[src/rtl/lsu_params.svh]
`ifndef LSU_PARAMS_SVH
`define LSU_PARAMS_SVH

//////////////////////////////////////////////////
// bus geometry
//////////////////////////////////////////////////

// byte addressed, 32-bit data bus
`define LSU_ADDR_W 32 // address width
`define LSU_DATA_W 32 // data width
`define LSU_BE_W   4  // one enable per byte lane

//////////////////////////////////////////////////
// transaction control
//////////////////////////////////////////////////

// max accesses granted but not yet answered
// cnt_t must be able to hold this value
`define LSU_DEPTH  2

`endif

[src/rtl/lsu_pkg.sv]
`default_nettype none

`include "lsu_params.svh"

package lsu_pkg;

  // plain vectors for bus fields
  typedef logic [`LSU_ADDR_W-1:0] addr_t;    // byte address
  typedef logic [`LSU_DATA_W-1:0] data_t;    // data word
  typedef logic [`LSU_BE_W-1:0]   be_t;      // byte enables
  typedef logic [1:0]             byte_off_t; // byte within word
  typedef logic [1:0]             cnt_t;      // outstanding count, 0..LSU_DEPTH

  // access size from the decoder, code 3 also means byte
  typedef enum logic [1:0] {
    ACC_WORD = 2'd0,
    ACC_HALF = 2'd1,
    ACC_BYTE = 2'd2
  } access_type_e;

  // how a narrow load fills the upper bits, code 3 is treated as sign
  typedef enum logic [1:0] {
    EXT_ZERO = 2'd0,
    EXT_SIGN = 2'd1,
    EXT_ONES = 2'd2
  } ext_mode_e;

endpackage

`default_nettype wire

[src/rtl/lsu_req_gen.sv]
`timescale 1ns/1ps
`default_nettype none

module lsu_req_gen
(
  input  lsu_pkg::addr_t        operand_a_ex_i,       // base from register file
  input  lsu_pkg::addr_t        operand_b_ex_i,       // offset or immediate
  input  logic                  addr_useincr_ex_i,    // 1: a + b, 0: a only
  input  lsu_pkg::access_type_e data_type_ex_i,       // word / half / byte
  input  lsu_pkg::data_t        data_wdata_ex_i,      // store data as held in the register
  input  lsu_pkg::byte_off_t    data_reg_offset_ex_i, // byte position inside the register
  input  logic                  data_req_ex_i,        // ex stage wants an access
  input  logic                  data_misaligned_ex_i, // second phase of a split access
  input  logic                  data_we_ex_i,         // store when high

  output lsu_pkg::addr_t        data_addr_o,          // bus address
  output lsu_pkg::be_t          data_be_o,            // bus byte enables
  output lsu_pkg::data_t        data_wdata_o,         // lane-aligned store data
  output logic                  data_we_o,            // bus write enable
  output lsu_pkg::byte_off_t    rdata_offset_o,       // offset for read alignment
  output logic                  data_misaligned_o     // first phase needs a second access
);

  lsu_pkg::addr_t     addr_int;  // effective address before word alignment
  lsu_pkg::byte_off_t addr_off;  // low two address bits
  lsu_pkg::byte_off_t wdata_off; // rotation amount in bytes

  //////////////////////////////////////////////////
  // address
  //////////////////////////////////////////////////

  assign addr_int = addr_useincr_ex_i ? (operand_a_ex_i + operand_b_ex_i) : operand_a_ex_i;
  assign addr_off = addr_int[1:0];

  // second phase always starts at lane 0 of the next word
  assign data_addr_o    = data_misaligned_ex_i ? (addr_int & ~lsu_pkg::addr_t'(2'b11)) : addr_int;
  assign data_we_o      = data_we_ex_i;
  assign rdata_offset_o = addr_off;

  //////////////////////////////////////////////////
  // byte enables
  //////////////////////////////////////////////////

  always_comb
  begin
    case (data_type_ex_i)
      lsu_pkg::ACC_WORD:
      begin
        if (!data_misaligned_ex_i)
          data_be_o = lsu_pkg::be_t'(4'b1111) << addr_off; // offset upward
        else
        begin
          case (addr_off) // leftover low lanes
            2'b00:   data_be_o = 4'b0000; // never split, kept for completeness
            2'b01:   data_be_o = 4'b0001;
            2'b10:   data_be_o = 4'b0011;
            default: data_be_o = 4'b0111;
          endcase
        end
      end
      lsu_pkg::ACC_HALF:
      begin
        if (!data_misaligned_ex_i)
          data_be_o = lsu_pkg::be_t'(4'b0011) << addr_off; // offset 3 keeps only lane 3
        else
          data_be_o = 4'b0001; // upper byte of a half at offset 3
      end
      default:
        data_be_o = lsu_pkg::be_t'(4'b0001) << addr_off; // single lane
    endcase
  end

  // rotate store data so register byte reg_off lands on lane addr_off
  assign wdata_off = addr_off - data_reg_offset_ex_i;

  always_comb
  begin
    case (wdata_off)
      2'b00:   data_wdata_o = data_wdata_ex_i;
      2'b01:   data_wdata_o = {data_wdata_ex_i[23:0], data_wdata_ex_i[31:24]};
      2'b10:   data_wdata_o = {data_wdata_ex_i[15:0], data_wdata_ex_i[31:16]};
      default: data_wdata_o = {data_wdata_ex_i[7:0],  data_wdata_ex_i[31:8]};
    endcase
  end

  // split detection, only on a first phase
  always_comb
  begin
    data_misaligned_o = 1'b0;
    if (data_req_ex_i && !data_misaligned_ex_i)
    begin
      case (data_type_ex_i)
        lsu_pkg::ACC_WORD: data_misaligned_o = (addr_off != 2'b00);
        lsu_pkg::ACC_HALF: data_misaligned_o = (addr_off == 2'b11);
        default:           data_misaligned_o = 1'b0; // bytes never cross
      endcase
    end
  end

endmodule

`default_nettype wire

[src/rtl/lsu_resp_align.sv]
`timescale 1ns/1ps
`default_nettype none

module lsu_resp_align
(
  input  logic                  clk,
  input  logic                  rst_n,

  input  logic                  ctrl_update_i,        // capture ex controls into wb
  input  lsu_pkg::access_type_e data_type_ex_i,
  input  lsu_pkg::ext_mode_e    data_sign_ext_ex_i,
  input  logic                  data_we_ex_i,
  input  lsu_pkg::byte_off_t    rdata_offset_i,       // address offset from request side
  input  logic                  data_misaligned_ex_i, // second phase sits in ex
  input  logic                  data_misaligned_i,    // first phase sits in ex
  input  logic                  data_rvalid_i,
  input  lsu_pkg::data_t        data_rdata_i,         // raw bus word

  output lsu_pkg::data_t        data_rdata_ex_o       // aligned, extended load result
);

  // wb copy of the access in flight
  lsu_pkg::access_type_e data_type_q;
  lsu_pkg::byte_off_t    rdata_offset_q;
  lsu_pkg::ext_mode_e    data_sign_ext_q;
  logic                  data_we_q;

  lsu_pkg::data_t rdata_q;   // first-phase word or last result
  lsu_pkg::data_t rdata_w;   // word, possibly assembled
  logic [15:0]    rdata_h;   // selected halfword
  logic [7:0]     rdata_b;   // selected byte
  logic           h_fill;    // fill bit above a half
  logic           b_fill;    // fill bit above a byte
  lsu_pkg::data_t rdata_ext; // final value for the register file

  always_ff @(posedge clk, negedge rst_n)
  begin
    if (!rst_n)
    begin
      data_type_q     <= lsu_pkg::ACC_WORD;
      rdata_offset_q  <= '0;
      data_sign_ext_q <= lsu_pkg::EXT_ZERO;
      data_we_q       <= 1'b0;
    end
    else if (ctrl_update_i) // access granted, now waiting on rvalid
    begin
      data_type_q     <= data_type_ex_i;
      rdata_offset_q  <= rdata_offset_i;
      data_sign_ext_q <= data_sign_ext_ex_i;
      data_we_q       <= data_we_ex_i;
    end
  end

  //////////////////////////////////////////////////
  // lane select and misaligned assembly
  //////////////////////////////////////////////////

  // upper bytes of a split word come from the first response in rdata_q
  always_comb
  begin
    case (rdata_offset_q)
      2'b00:   rdata_w = data_rdata_i;
      2'b01:   rdata_w = {data_rdata_i[7:0],  rdata_q[31:8]};
      2'b10:   rdata_w = {data_rdata_i[15:0], rdata_q[31:16]};
      default: rdata_w = {data_rdata_i[23:0], rdata_q[31:24]};
    endcase
  end

  always_comb
  begin
    case (rdata_offset_q)
      2'b00:   rdata_h = data_rdata_i[15:0];
      2'b01:   rdata_h = data_rdata_i[23:8];
      2'b10:   rdata_h = data_rdata_i[31:16];
      default: rdata_h = {data_rdata_i[7:0], rdata_q[31:24]}; // half across the word edge
    endcase
  end

  assign rdata_b = data_rdata_i[8*rdata_offset_q +: 8];

  // extension
  always_comb
  begin
    case (data_sign_ext_q)
      lsu_pkg::EXT_ZERO:
      begin
        h_fill = 1'b0;
        b_fill = 1'b0;
      end
      lsu_pkg::EXT_ONES:
      begin
        h_fill = 1'b1;
        b_fill = 1'b1;
      end
      default: // sign, also code 3
      begin
        h_fill = rdata_h[15];
        b_fill = rdata_b[7];
      end
    endcase
  end

  always_comb
  begin
    case (data_type_q)
      lsu_pkg::ACC_WORD: rdata_ext = rdata_w;
      lsu_pkg::ACC_HALF: rdata_ext = {{16{h_fill}}, rdata_h};
      default:           rdata_ext = {{24{b_fill}}, rdata_b};
    endcase
  end

  // raw word kept while a split load is half done, else the final value
  always_ff @(posedge clk, negedge rst_n)
  begin
    if (!rst_n)
      rdata_q <= '0;
    else if (data_rvalid_i && !data_we_q)
    begin
      if (data_misaligned_ex_i || data_misaligned_i)
        rdata_q <= data_rdata_i;
      else
        rdata_q <= rdata_ext;
    end
  end

  assign data_rdata_ex_o = data_rvalid_i ? rdata_ext : rdata_q; // hold after rvalid

  a_rdata_known: assert property (@(posedge clk) disable iff (!rst_n)
    data_rvalid_i && !data_we_q |-> !$isunknown(data_rdata_ex_o));

endmodule

`default_nettype wire

[src/rtl/lsu_top.sv]
`timescale 1ns/1ps
`default_nettype none

module lsu_top
(
  input  logic                  clk,
  input  logic                  rst_n,

  // data bus
  output logic                  data_req_o,
  input  logic                  data_gnt_i,
  input  logic                  data_rvalid_i,
  output lsu_pkg::addr_t        data_addr_o,
  output logic                  data_we_o,
  output lsu_pkg::be_t          data_be_o,
  output lsu_pkg::data_t        data_wdata_o,
  input  lsu_pkg::data_t        data_rdata_i,

  // execute stage
  input  logic                  data_we_ex_i,
  input  lsu_pkg::access_type_e data_type_ex_i,
  input  lsu_pkg::data_t        data_wdata_ex_i,
  input  lsu_pkg::byte_off_t    data_reg_offset_ex_i,
  input  lsu_pkg::ext_mode_e    data_sign_ext_ex_i,
  output lsu_pkg::data_t        data_rdata_ex_o,
  input  logic                  data_req_ex_i,
  input  lsu_pkg::addr_t        operand_a_ex_i,
  input  lsu_pkg::addr_t        operand_b_ex_i,
  input  logic                  addr_useincr_ex_i,

  // controller
  input  logic                  data_misaligned_ex_i, // second phase being issued
  output logic                  data_misaligned_o,    // re-issue needed

  output logic                  lsu_ready_ex_o,
  output logic                  lsu_ready_wb_o,
  output logic                  busy_o
);

  lsu_pkg::byte_off_t rdata_offset; // request offset to the wb alignment
  logic               ctrl_update;  // ex to wb handover

  //////////////////////////////////////////////////
  // request side
  //////////////////////////////////////////////////

  lsu_req_gen u_req_gen (
    .operand_a_ex_i       (operand_a_ex_i),
    .operand_b_ex_i       (operand_b_ex_i),
    .addr_useincr_ex_i    (addr_useincr_ex_i),
    .data_type_ex_i       (data_type_ex_i),
    .data_wdata_ex_i      (data_wdata_ex_i),
    .data_reg_offset_ex_i (data_reg_offset_ex_i),
    .data_req_ex_i        (data_req_ex_i),
    .data_misaligned_ex_i (data_misaligned_ex_i),
    .data_we_ex_i         (data_we_ex_i),
    .data_addr_o          (data_addr_o),
    .data_be_o            (data_be_o),
    .data_wdata_o         (data_wdata_o),
    .data_we_o            (data_we_o),
    .rdata_offset_o       (rdata_offset),
    .data_misaligned_o    (data_misaligned_o)
  );

  lsu_trans_ctrl u_trans_ctrl (
    .clk            (clk),
    .rst_n          (rst_n),
    .data_req_ex_i  (data_req_ex_i),
    .data_gnt_i     (data_gnt_i),
    .data_rvalid_i  (data_rvalid_i),
    .data_req_o     (data_req_o),
    .ctrl_update_o  (ctrl_update),
    .lsu_ready_ex_o (lsu_ready_ex_o),
    .lsu_ready_wb_o (lsu_ready_wb_o),
    .busy_o         (busy_o)
  );

  // response side
  lsu_resp_align u_resp_align (
    .clk                  (clk),
    .rst_n                (rst_n),
    .ctrl_update_i        (ctrl_update),
    .data_type_ex_i       (data_type_ex_i),
    .data_sign_ext_ex_i   (data_sign_ext_ex_i),
    .data_we_ex_i         (data_we_ex_i),
    .rdata_offset_i       (rdata_offset),
    .data_misaligned_ex_i (data_misaligned_ex_i),
    .data_misaligned_i    (data_misaligned_o),
    .data_rvalid_i        (data_rvalid_i),
    .data_rdata_i         (data_rdata_i),
    .data_rdata_ex_o      (data_rdata_ex_o)
  );

endmodule

`default_nettype wire

[src/rtl/lsu_trans_ctrl.sv]
`timescale 1ns/1ps
`default_nettype none

`include "lsu_params.svh"

module lsu_trans_ctrl
(
  input  logic clk,
  input  logic rst_n,

  input  logic data_req_ex_i,  // ex stage holds a request
  input  logic data_gnt_i,     // bus accepted the request
  input  logic data_rvalid_i,  // bus returned one response

  output logic data_req_o,     // bus request strobe
  output logic ctrl_update_o,  // ex access moves to wb this cycle
  output logic lsu_ready_ex_o, // ex stage may advance
  output logic lsu_ready_wb_o, // wb stage may advance
  output logic busy_o          // accesses in flight or pending
);

  localparam lsu_pkg::cnt_t DEPTH = lsu_pkg::cnt_t'(`LSU_DEPTH);

  lsu_pkg::cnt_t cnt_q;      // granted but unanswered
  lsu_pkg::cnt_t cnt_d;
  logic          count_up;   // request accepted
  logic          count_down; // response seen

  // no path from rvalid to req, only the registered count gates it
  assign data_req_o = data_req_ex_i && (cnt_q < DEPTH);

  assign count_up   = data_req_o && data_gnt_i;
  assign count_down = data_rvalid_i;

  //////////////////////////////////////////////////
  // ready / busy
  //////////////////////////////////////////////////

  assign lsu_ready_wb_o = (cnt_q == '0) ? 1'b1 : data_rvalid_i; // empty wb or its answer arrives

  // ex and wb advance in lock step once wb is occupied
  always_comb
  begin
    if (!data_req_ex_i)
      lsu_ready_ex_o = 1'b1;
    else if (cnt_q == 2'd0)
      lsu_ready_ex_o = count_up;
    else if (cnt_q == 2'd1)
      lsu_ready_ex_o = count_up && data_rvalid_i;
    else
      lsu_ready_ex_o = data_rvalid_i; // full, wait for the oldest to drain
  end

  assign ctrl_update_o = lsu_ready_ex_o && data_req_ex_i;
  assign busy_o        = (cnt_q != '0) || data_req_o;

  // outstanding counter
  always_comb
  begin
    case ({count_up, count_down})
      2'b10:   cnt_d = cnt_q + 2'd1;
      2'b01:   cnt_d = cnt_q - 2'd1;
      default: cnt_d = cnt_q; // idle, or one in and one out
    endcase
  end

  always_ff @(posedge clk, negedge rst_n)
  begin
    if (!rst_n)
      cnt_q <= '0;
    else
      cnt_q <= cnt_d;
  end

  //////////////////////////////////////////////////
  // assertions
  //////////////////////////////////////////////////

  a_cnt_max: assert property (@(posedge clk) disable iff (!rst_n) cnt_q <= DEPTH);

  // bus may only answer what it granted
  a_no_spurious_rvalid: assert property (@(posedge clk) disable iff (!rst_n)
    data_rvalid_i |-> (cnt_q != '0));

  // full counter holds until a response drains it
  a_no_overflow: assert property (@(posedge clk) disable iff (!rst_n)
    (cnt_q == DEPTH) && !data_rvalid_i |=> (cnt_q == DEPTH));

endmodule

`default_nettype wire

[config.mk]
export PLATFORM = sky130hd
export DESIGN_NAME = lsu_top
export DESIGN_NICKNAME = d
export VERILOG_FILES = /design/src/rtl/lsu_pkg.sv /design/src/rtl/lsu_req_gen.sv /design/src/rtl/lsu_resp_align.sv /design/src/rtl/lsu_top.sv /design/src/rtl/lsu_trans_ctrl.sv
export VERILOG_INCLUDE_DIRS = /design/src /design/src/rtl
export SDC_FILE = /design/constraint.sdc
export NUM_CORES = 1
export LEC_CHECK = 0
export ABC_AREA = 1
export BUFFER_PORTS_ARGS = -buffer_cell sky130_fd_sc_hd__buf_4
export CAP_MARGIN = 25
export CORE_ASPECT_RATIO = 0.6
export CORE_MARGIN = 3
export CORE_UTILIZATION = 42
export CTS_CLUSTER_DIAMETER = 50
export DETAILED_ROUTE_END_ITERATION = 16
export PLACE_DENSITY = 0.75
export SLEW_MARGIN = 30
export SYNTH_ARGS = -nofsm -noshare
export SYNTH_HDL_FRONTEND = slang
export SYNTH_SLANG_ARGS = --single-unit
[constraint.sdc]
create_clock -name clk -period 5.68 [get_ports clk]
set_input_delay 0 -clock clk [delete_from_list [all_inputs] [get_ports clk]]
set_output_delay 0 -clock clk [all_outputs]
set_load 0.01 [all_outputs]
Word level (Yosys, flattened, before mapping)
Cells that the tools add are included.
{"block": "op_classes", "addsub": 4, "multipliers": 0, "div_mod_pow": 0, "magnitude_cmp": 1, "n_eq_ne": 13, "n_shift": 4, "mux": 21, "bitwise": 0, "reduce_logical": 20}
{"op": "$pmux W32 S3", "count": 2}
{"op": "$mux W32", "count": 3}
{"op": "$pmux W32 S2", "count": 1}
{"op": "$pmux W16 S3", "count": 1}
{"op": "$add A32 B32 Y32", "count": 1}
{"op": "$shiftx A32 B6 Y8", "count": 1}
{"op": "$eq A2 B1 Y1 const B", "count": 7}
{"op": "$logic_not A2 Y1", "count": 7}
{"op": "$eq A2 B2 Y1 const B", "count": 6}
{"op": "$pmux W3 S3", "count": 1}
{"op": "$mux W4", "count": 2}
{"op": "$pmux W4 S2", "count": 1}
{"op": "$logic_and A1 B1 Y1", "count": 6}
{"op": "$pmux W1 S2", "count": 3}
{"op": "$reduce_bool A2 Y1", "count": 3}
{"op": "$mux W1", "count": 5}
{"op": "$pmux W2 S2", "count": 1}
{"op": "$shl A1 B2 Y4 const A", "count": 1}
{"op": "$shl A2 B2 Y4 const A", "count": 1}
{"op": "$shl A4 B2 Y4 const A", "count": 1}
{"op": "$add A2 B1 Y2 const B", "count": 1}
{"op": "$logic_not A1 Y1", "count": 2}
{"op": "$logic_or A1 B1 Y1", "count": 2}
{"op": "$lt A2 B2 Y1 const B", "count": 1}
{"op": "3 further kinds", "count": 3}
{"block": "totals", "reg_bits": 41, "latch_bits": 0, "ram_bits": 0, "romBits": 0, "in_bits": 142, "out_inout_bits": 106, "n_memories": 0}

Depth between registers and ports, before layout
{"block": "depth", "ltp_word": 8, "ltp_mapped": 16, "depth_no_buf": 16}

Hierarchy
A second synthesis with hierarchy kept.
{"block": "hier_totals", "hier_cells": 1478, "hier_area_um2": 7900.1}
{"module": "lsu_resp_align", "n_inst": 1, "cells_per_inst": 671, "area_each_um2": 3908.7, "seq_area_each_um2": 975.9}
{"module": "lsu_req_gen", "n_inst": 1, "cells_per_inst": 782, "area_each_um2": 3798.6, "seq_area_each_um2": 0.0}
{"module": "lsu_trans_ctrl", "n_inst": 1, "cells_per_inst": 25, "area_each_um2": 192.7, "seq_area_each_um2": 50.0}

Worst setup path after synthesis
No wires, ideal clock.
{"block": "synth_timing", "path_type": "input to register", "from": "input port operand_a_ex_i[0]", "to": "register u_resp_align.rdata_q[12]", "setup_ns": 0.117, "t_arrival_ns": 2.115, "required_ns": 5.563, "path_slack_ns": 3.449, "cell_stages": 16, "path_cell_list": "ha_1 > inv_1 > fa_1 > nand2_1 > o21ai_2 > inv_1 > ha_1 > nand3_1 > o21ai_1 > inv_1 > o21ai_1 > buf_2 > clkbuf_1 > a21oi_1 > nand2_1 > nand2_1"}
{"block": "synth_between", "elab_chain_cells": 7, "elab_cells_between_ends": 8, "cone_classes": "add/sub: 1; eq/ne: 1; mux: 4; reduce/logical: 2"}
{"item": "from (decl)", "line": "lsu_top.sv:27", "source": "input lsu_pkg::addr_t operand_a_ex_i,"}
{"item": "$add A32 B32 Y32 *", "line": "lsu_req_gen.sv:32", "source": "assign addr_int = addr_useincr_ex_i ? (operand_a_ex_i + operand_b_ex_i) : operand_a_ex_i;"}
{"item": "$mux W32 *", "line": "lsu_req_gen.sv:32"}
{"item": "named net rdata_offset[1]", "line": "lsu_top.sv:40", "source": "lsu_pkg::byte_off_t rdata_offset;"}
{"item": "$eq A2 B2 Y1 / $reduce_bool A2 Y1 (equally long branches)", "line": "lsu_req_gen.sv:94, lsu_req_gen.sv:93"}
{"item": "$pmux W1 S2 *", "line": "lsu_req_gen.sv:92", "source": "case (data_type_ex_i)"}
{"item": "$mux W1 *", "line": "lsu_req_gen.sv:90", "source": "if (data_req_ex_i && !data_misaligned_ex_i)"}
{"item": "$logic_or A1 B1 Y1 *", "line": "lsu_resp_align.sv:119", "source": "if (data_misaligned_ex_i || data_misaligned_i)"}
{"item": "$mux W32 *", "line": "lsu_resp_align.sv:119"}
{"item": "to (signal assigned)", "line": "lsu_resp_align.sv:120", "source": "rdata_q <= data_rdata_i;"}
{"item": "to (signal assigned)", "line": "lsu_resp_align.sv:122", "source": "rdata_q <= rdata_ext;"}
{"item": "to (decl)", "line": "lsu_resp_align.sv:28", "source": "lsu_pkg::data_t rdata_q;"}
The timed path passes the listed nets; every way through them passes the cells marked *.
A chain may end at the register's enable or synchronous reset.

Final worst setup path
{"block": "layout_timing", "from": "register u_resp_align.rdata_offset_q[1]", "to": "output port data_rdata_ex_o[27]"}
{"block": "layout_between", "elab_chain_cells": 5, "elab_cells_between_ends": 10, "cone_classes": "eq/ne: 2; shift: 1; mux: 6; reduce/logical: 1"}
{"item": "from (decl)", "line": "lsu_resp_align.sv:24", "source": "lsu_pkg::byte_off_t rdata_offset_q;"}
{"item": "from (signal assigned)", "line": "lsu_resp_align.sv:48", "source": "rdata_offset_q <= rdata_offset_i;"}
{"item": "parallel branches: the longest is 3 deep, another holds $shiftx A32 B6 Y8"}
{"item": "$pmux W32 S2 *", "line": "lsu_resp_align.sv:105", "source": "case (data_type_q)"}
{"item": "$mux W32 *", "line": "lsu_resp_align.sv:126", "source": "assign data_rdata_ex_o = data_rvalid_i ? rdata_ext : rdata_q;"}
{"item": "to (decl)", "line": "lsu_top.sv:25", "source": "output lsu_pkg::data_t data_rdata_ex_o,"}
Every way passes the cells marked *.

==> impl_results.md <==
* Final setup fails at 0
* Setup CP Type: flip-flop to output port
* Min-delay worst type: input pin to flip-flop
* Fmax at around 0.27 GHz
* Area of the multi-input gates at 5730 µm²
* Post-synth EDFFs at 0
* Routed met3 length at 4590 µm
* WL final at approximately 32,000 µm
* Worst Hold Depth at 3
* Clock insertion delay at the later pin of the skew report at 0.30 ns
* Net Sw Power at 2.01 mW
* Post-CTS resize count at 0
* Filler instances at 1,851
* Power share of the sequential group at 16.9%
* Global Route Usage Sum at 29.9%
* P_int at 1.67 mW
* Initial core utilization at roughly 44%
* FF/Latch Area at 1030 µm²
* Post-synthesis sequential area ratio at 13.2%
* Clk_skew at between 0.007 and 0.008 ns
* Slew headroom at 32.5%
* TritonCTS Sinks at 41
* NumNets Final at 1,870
* Placed Cells at 1,908
* P per Cell Area at 372 nW/µm²
* Syn Std Cell Area at 7790 µm²
* Detailed Route Iter0 Violations at 1,334
* Initial antenna violation count at 0
* H-tree Lvls at 2
* Synth top area share at between 30% and 40%
* DRT met1 WL at 14,800 µm
* Max Cap Viol at 0
* Congestion Overflow GR at 0
* Clock power frac at 9.7%
* RSZ-0062 raised after global routing: no
* IO Port Bufs at 247
* Layout area overhead at 27.3%
* Worst Path Arrival at 3.69 ns
* Ports at ~250
* DIE HEIGHT at 112 µm
* HPWL after DPL at 25,200 µm
* Post-CTS Setup Inserts at 0
* Syn_area_per_cell at 5.26 µm²
* Yosys reg bits at 41
* DR top layer: met4
* Vias at ~11,000
* Top post-synthesis cells by area: nand2_1, dfrtp_1, inv_1, ha_1, nand3_1
* Top-count cell post-synth: nand2_1
* FF-to-FF Start: u_resp_align.rdata_offset_q[1]
* Routed WL per cell at 16.9 µm
* Met2 wire length at 12,600 µm
* Setup TNS Final at 0 ns
* Maximum vdd drop at about 0.00018 V
* Comb pwr share at 73.4%
* Status: complete, no violations
* Leakage at between 5 and 6 nW
* Die Wd at 182 µm
* Post-Syn Nets at roughly 1,700
* Area leader, netlist: nand2_1
* R2R Setup Slk at 2.26 ns
* GPL Wtd Cong at 1.02
* Sw Ratio at 54.7%
* Yosys Warn Count at 0
* Final hold violations at 0
* Data required, critical path at 5.68 ns
* Core Rows at 37
* Cts bufs inserted at 5
* Inserted Diodes at 0
* Final Slew Violations at 0
* Worst Hold Launch: data_type_ex_i[1]
* DRT Pass-1 Iters at 6
* Actual slew at the worst max-slew pin at 1.01 ns
* CP startpoint kind: flip-flop
* Final Cycle Share at 65.0%
* Synth cell count leaders: nand2_1, inv_1, nand3_1
* FF-to-FF path depth at 11
* First-pass GRT wire length at 49,800 µm
* Largest net degree at the start of global routing at 65
* Top_reg_cell synth: dfrtp_1
* Die area at 20,300 µm²
* Number of vias per cell at ~5.5
* Min cycle time layout at 3.69 ns
* Root Driver: clkbuf_16
* Non-filler cells, final at 1,920
* Worst Hold End: u_resp_align.data_type_q[1]
* Cell variety after synth at 44
* CTS tree: done
* Final worst slack at 1.99 ns
* Residual DRC count at 0
* Pre-CTS setup slack at 2.06 ns
* Layout cells sized above 1 at between 10% and 20%
* FF-to-FF End: u_resp_align.rdata_q[30]
* Crit path max fanout at 27
* Placeable Area at 17,600 µm²
* Post-synthesis instance total at 1,482
* Vias in the first global route at around 9,000
* Critical Path Sink Type: output port
* DRT antenna net count at 0
* Clock-pin slew on the worst setup and hold paths at 0.07 ns
* Ys async rst share at 100%
* Clk buf depth at 2
* Post-CTS Hold Buffers at 4
==> cells by family after synthesis <==
| kind of cell | after synthesis | share of synthesized area (%) |
|---|---|---|
| XOR/XNOR | 16 | 1.80 |
| adder cells (fa/ha/maj) | 43 | 7.00 |
| buffers and inverters | 259 | 13.4 |
| multiplexers | 3 | 0.433 |
| flip-flops | 41 | 13.2 |
| AO/OA/AOI/OAI | 265 | 19.7 |
| AND/OR/NAND/NOR | 855 | 44.5 |
==> per-stage QoR <==
| stage | area (µm²) | hold slack, ns | power (mW) | utilization (%) |
|---|---|---|---|---|
| 2_1_floorplan | 7790 | -0.296 | 2.31 | - |
| 3_3_place_gp | 9700 | 0.0366 | 3.23 | 55.0 |
| 3_5_place_dp | 9700 | 0.0393 | 3.25 | 55.0 |
| 4_1_cts | 9920 | 0.0339 | 3.62 | 56.2 |
| 5_1_grt | 9920 | 0.0670 | 3.99 | 56.2 |
| 6_report | 9920 | 0.0345 | 3.69 | 56.2 |
==> power by group through the flow <==
stage	combinational [mW]	clock, mW	sequential, mW
after global routing	2.98	0.373	0.638
after detailed placement	2.63	0	0.617
final	2.70	0.359	0.621
after floorplan	1.78	0	0.531
after CTS	2.65	0.360	0.613
after global placement	2.61	0	0.616
==> worst max path at each step <==
stage | start | end | slack (ns) | depth (start not counted)
2_1_floorplan | operand_a_ex_i[0] | u_resp_align.rdata_q[12] | 3.45 | 16
3_3_place_gp | operand_a_ex_i[0] | u_resp_align.rdata_q[31] | 2.12 | 18
3_5_place_dp | operand_a_ex_i[0] | u_resp_align.rdata_q[19] | 2.06 | 18
4_1_cts | u_resp_align.rdata_offset_q[1] | data_rdata_ex_o[27] | 2.16 | 10
5_1_grt | u_resp_align.rdata_offset_q[1] | data_rdata_ex_o[30] | 1.78 | 10
6_report | u_resp_align.rdata_offset_q[1] | data_rdata_ex_o[27] | 1.99 | 10
==> critical path, stage by stage (launching register included) <==
cell     delay, ns
dfrtp_1       0.69
inv_2         0.33
nand2_4       0.31
inv_2         0.30
nand2_1       0.16
nand4_1       0.10
nand3_1       0.08
nand2_1       0.32
nor2_2        0.70
a31oi_1       0.18
buf_4         0.19
==> final cells by class <==
class,count,area share [%]
multi-input cells,1182,57.8
flip-flops and latches,41,10.3
inverters,196,7.44
well taps,234,2.95
repair buffers,259,19.7
clock inverters,2,0.379
clock buffers,6,1.40
==> sequential cells by signal, indices dropped and copies added, names as in the netlist <==
signal and count:
u_resp_align.data_type_q 2, u_resp_align.rdata_q 32, u_trans_ctrl.cnt_q 2, u_resp_align.data_we_q 1, u_resp_align.rdata_offset_q 2, u_resp_align.data_sign_ext_q 2
==> cells in the final DEF, fill, tap and decap left out, drive strengths merged, types with 2 or more instances in the layout <==
cell	instances
clkinv	4
nor2	89
inv	192
clkbuf	6
dfrtp	41
a31oi	15
o21bai	2
nor3	7
o21a	3
buf	255
o211ai	10
nand3	104
o22ai	7
o2111ai	28
a21oi	95
nand4	15
o221ai	7
nand2	628
or2	6
xor2	3
o21ai	94
ha	42
mux2	3
dlygate4sd3	4
nand3b	5
xnor2	13
==> per-layer routing <==
layer | up-vias | global-route usage (%)
met1 | 4754 | 45.9
li1 | 5180 | -
met4 | 0 | 3.70
met3 | 47 | 9.14
met2 | 664 | 41.7
met5 | - | 0
Note: power is estimated with default switching activity, not from simulation.
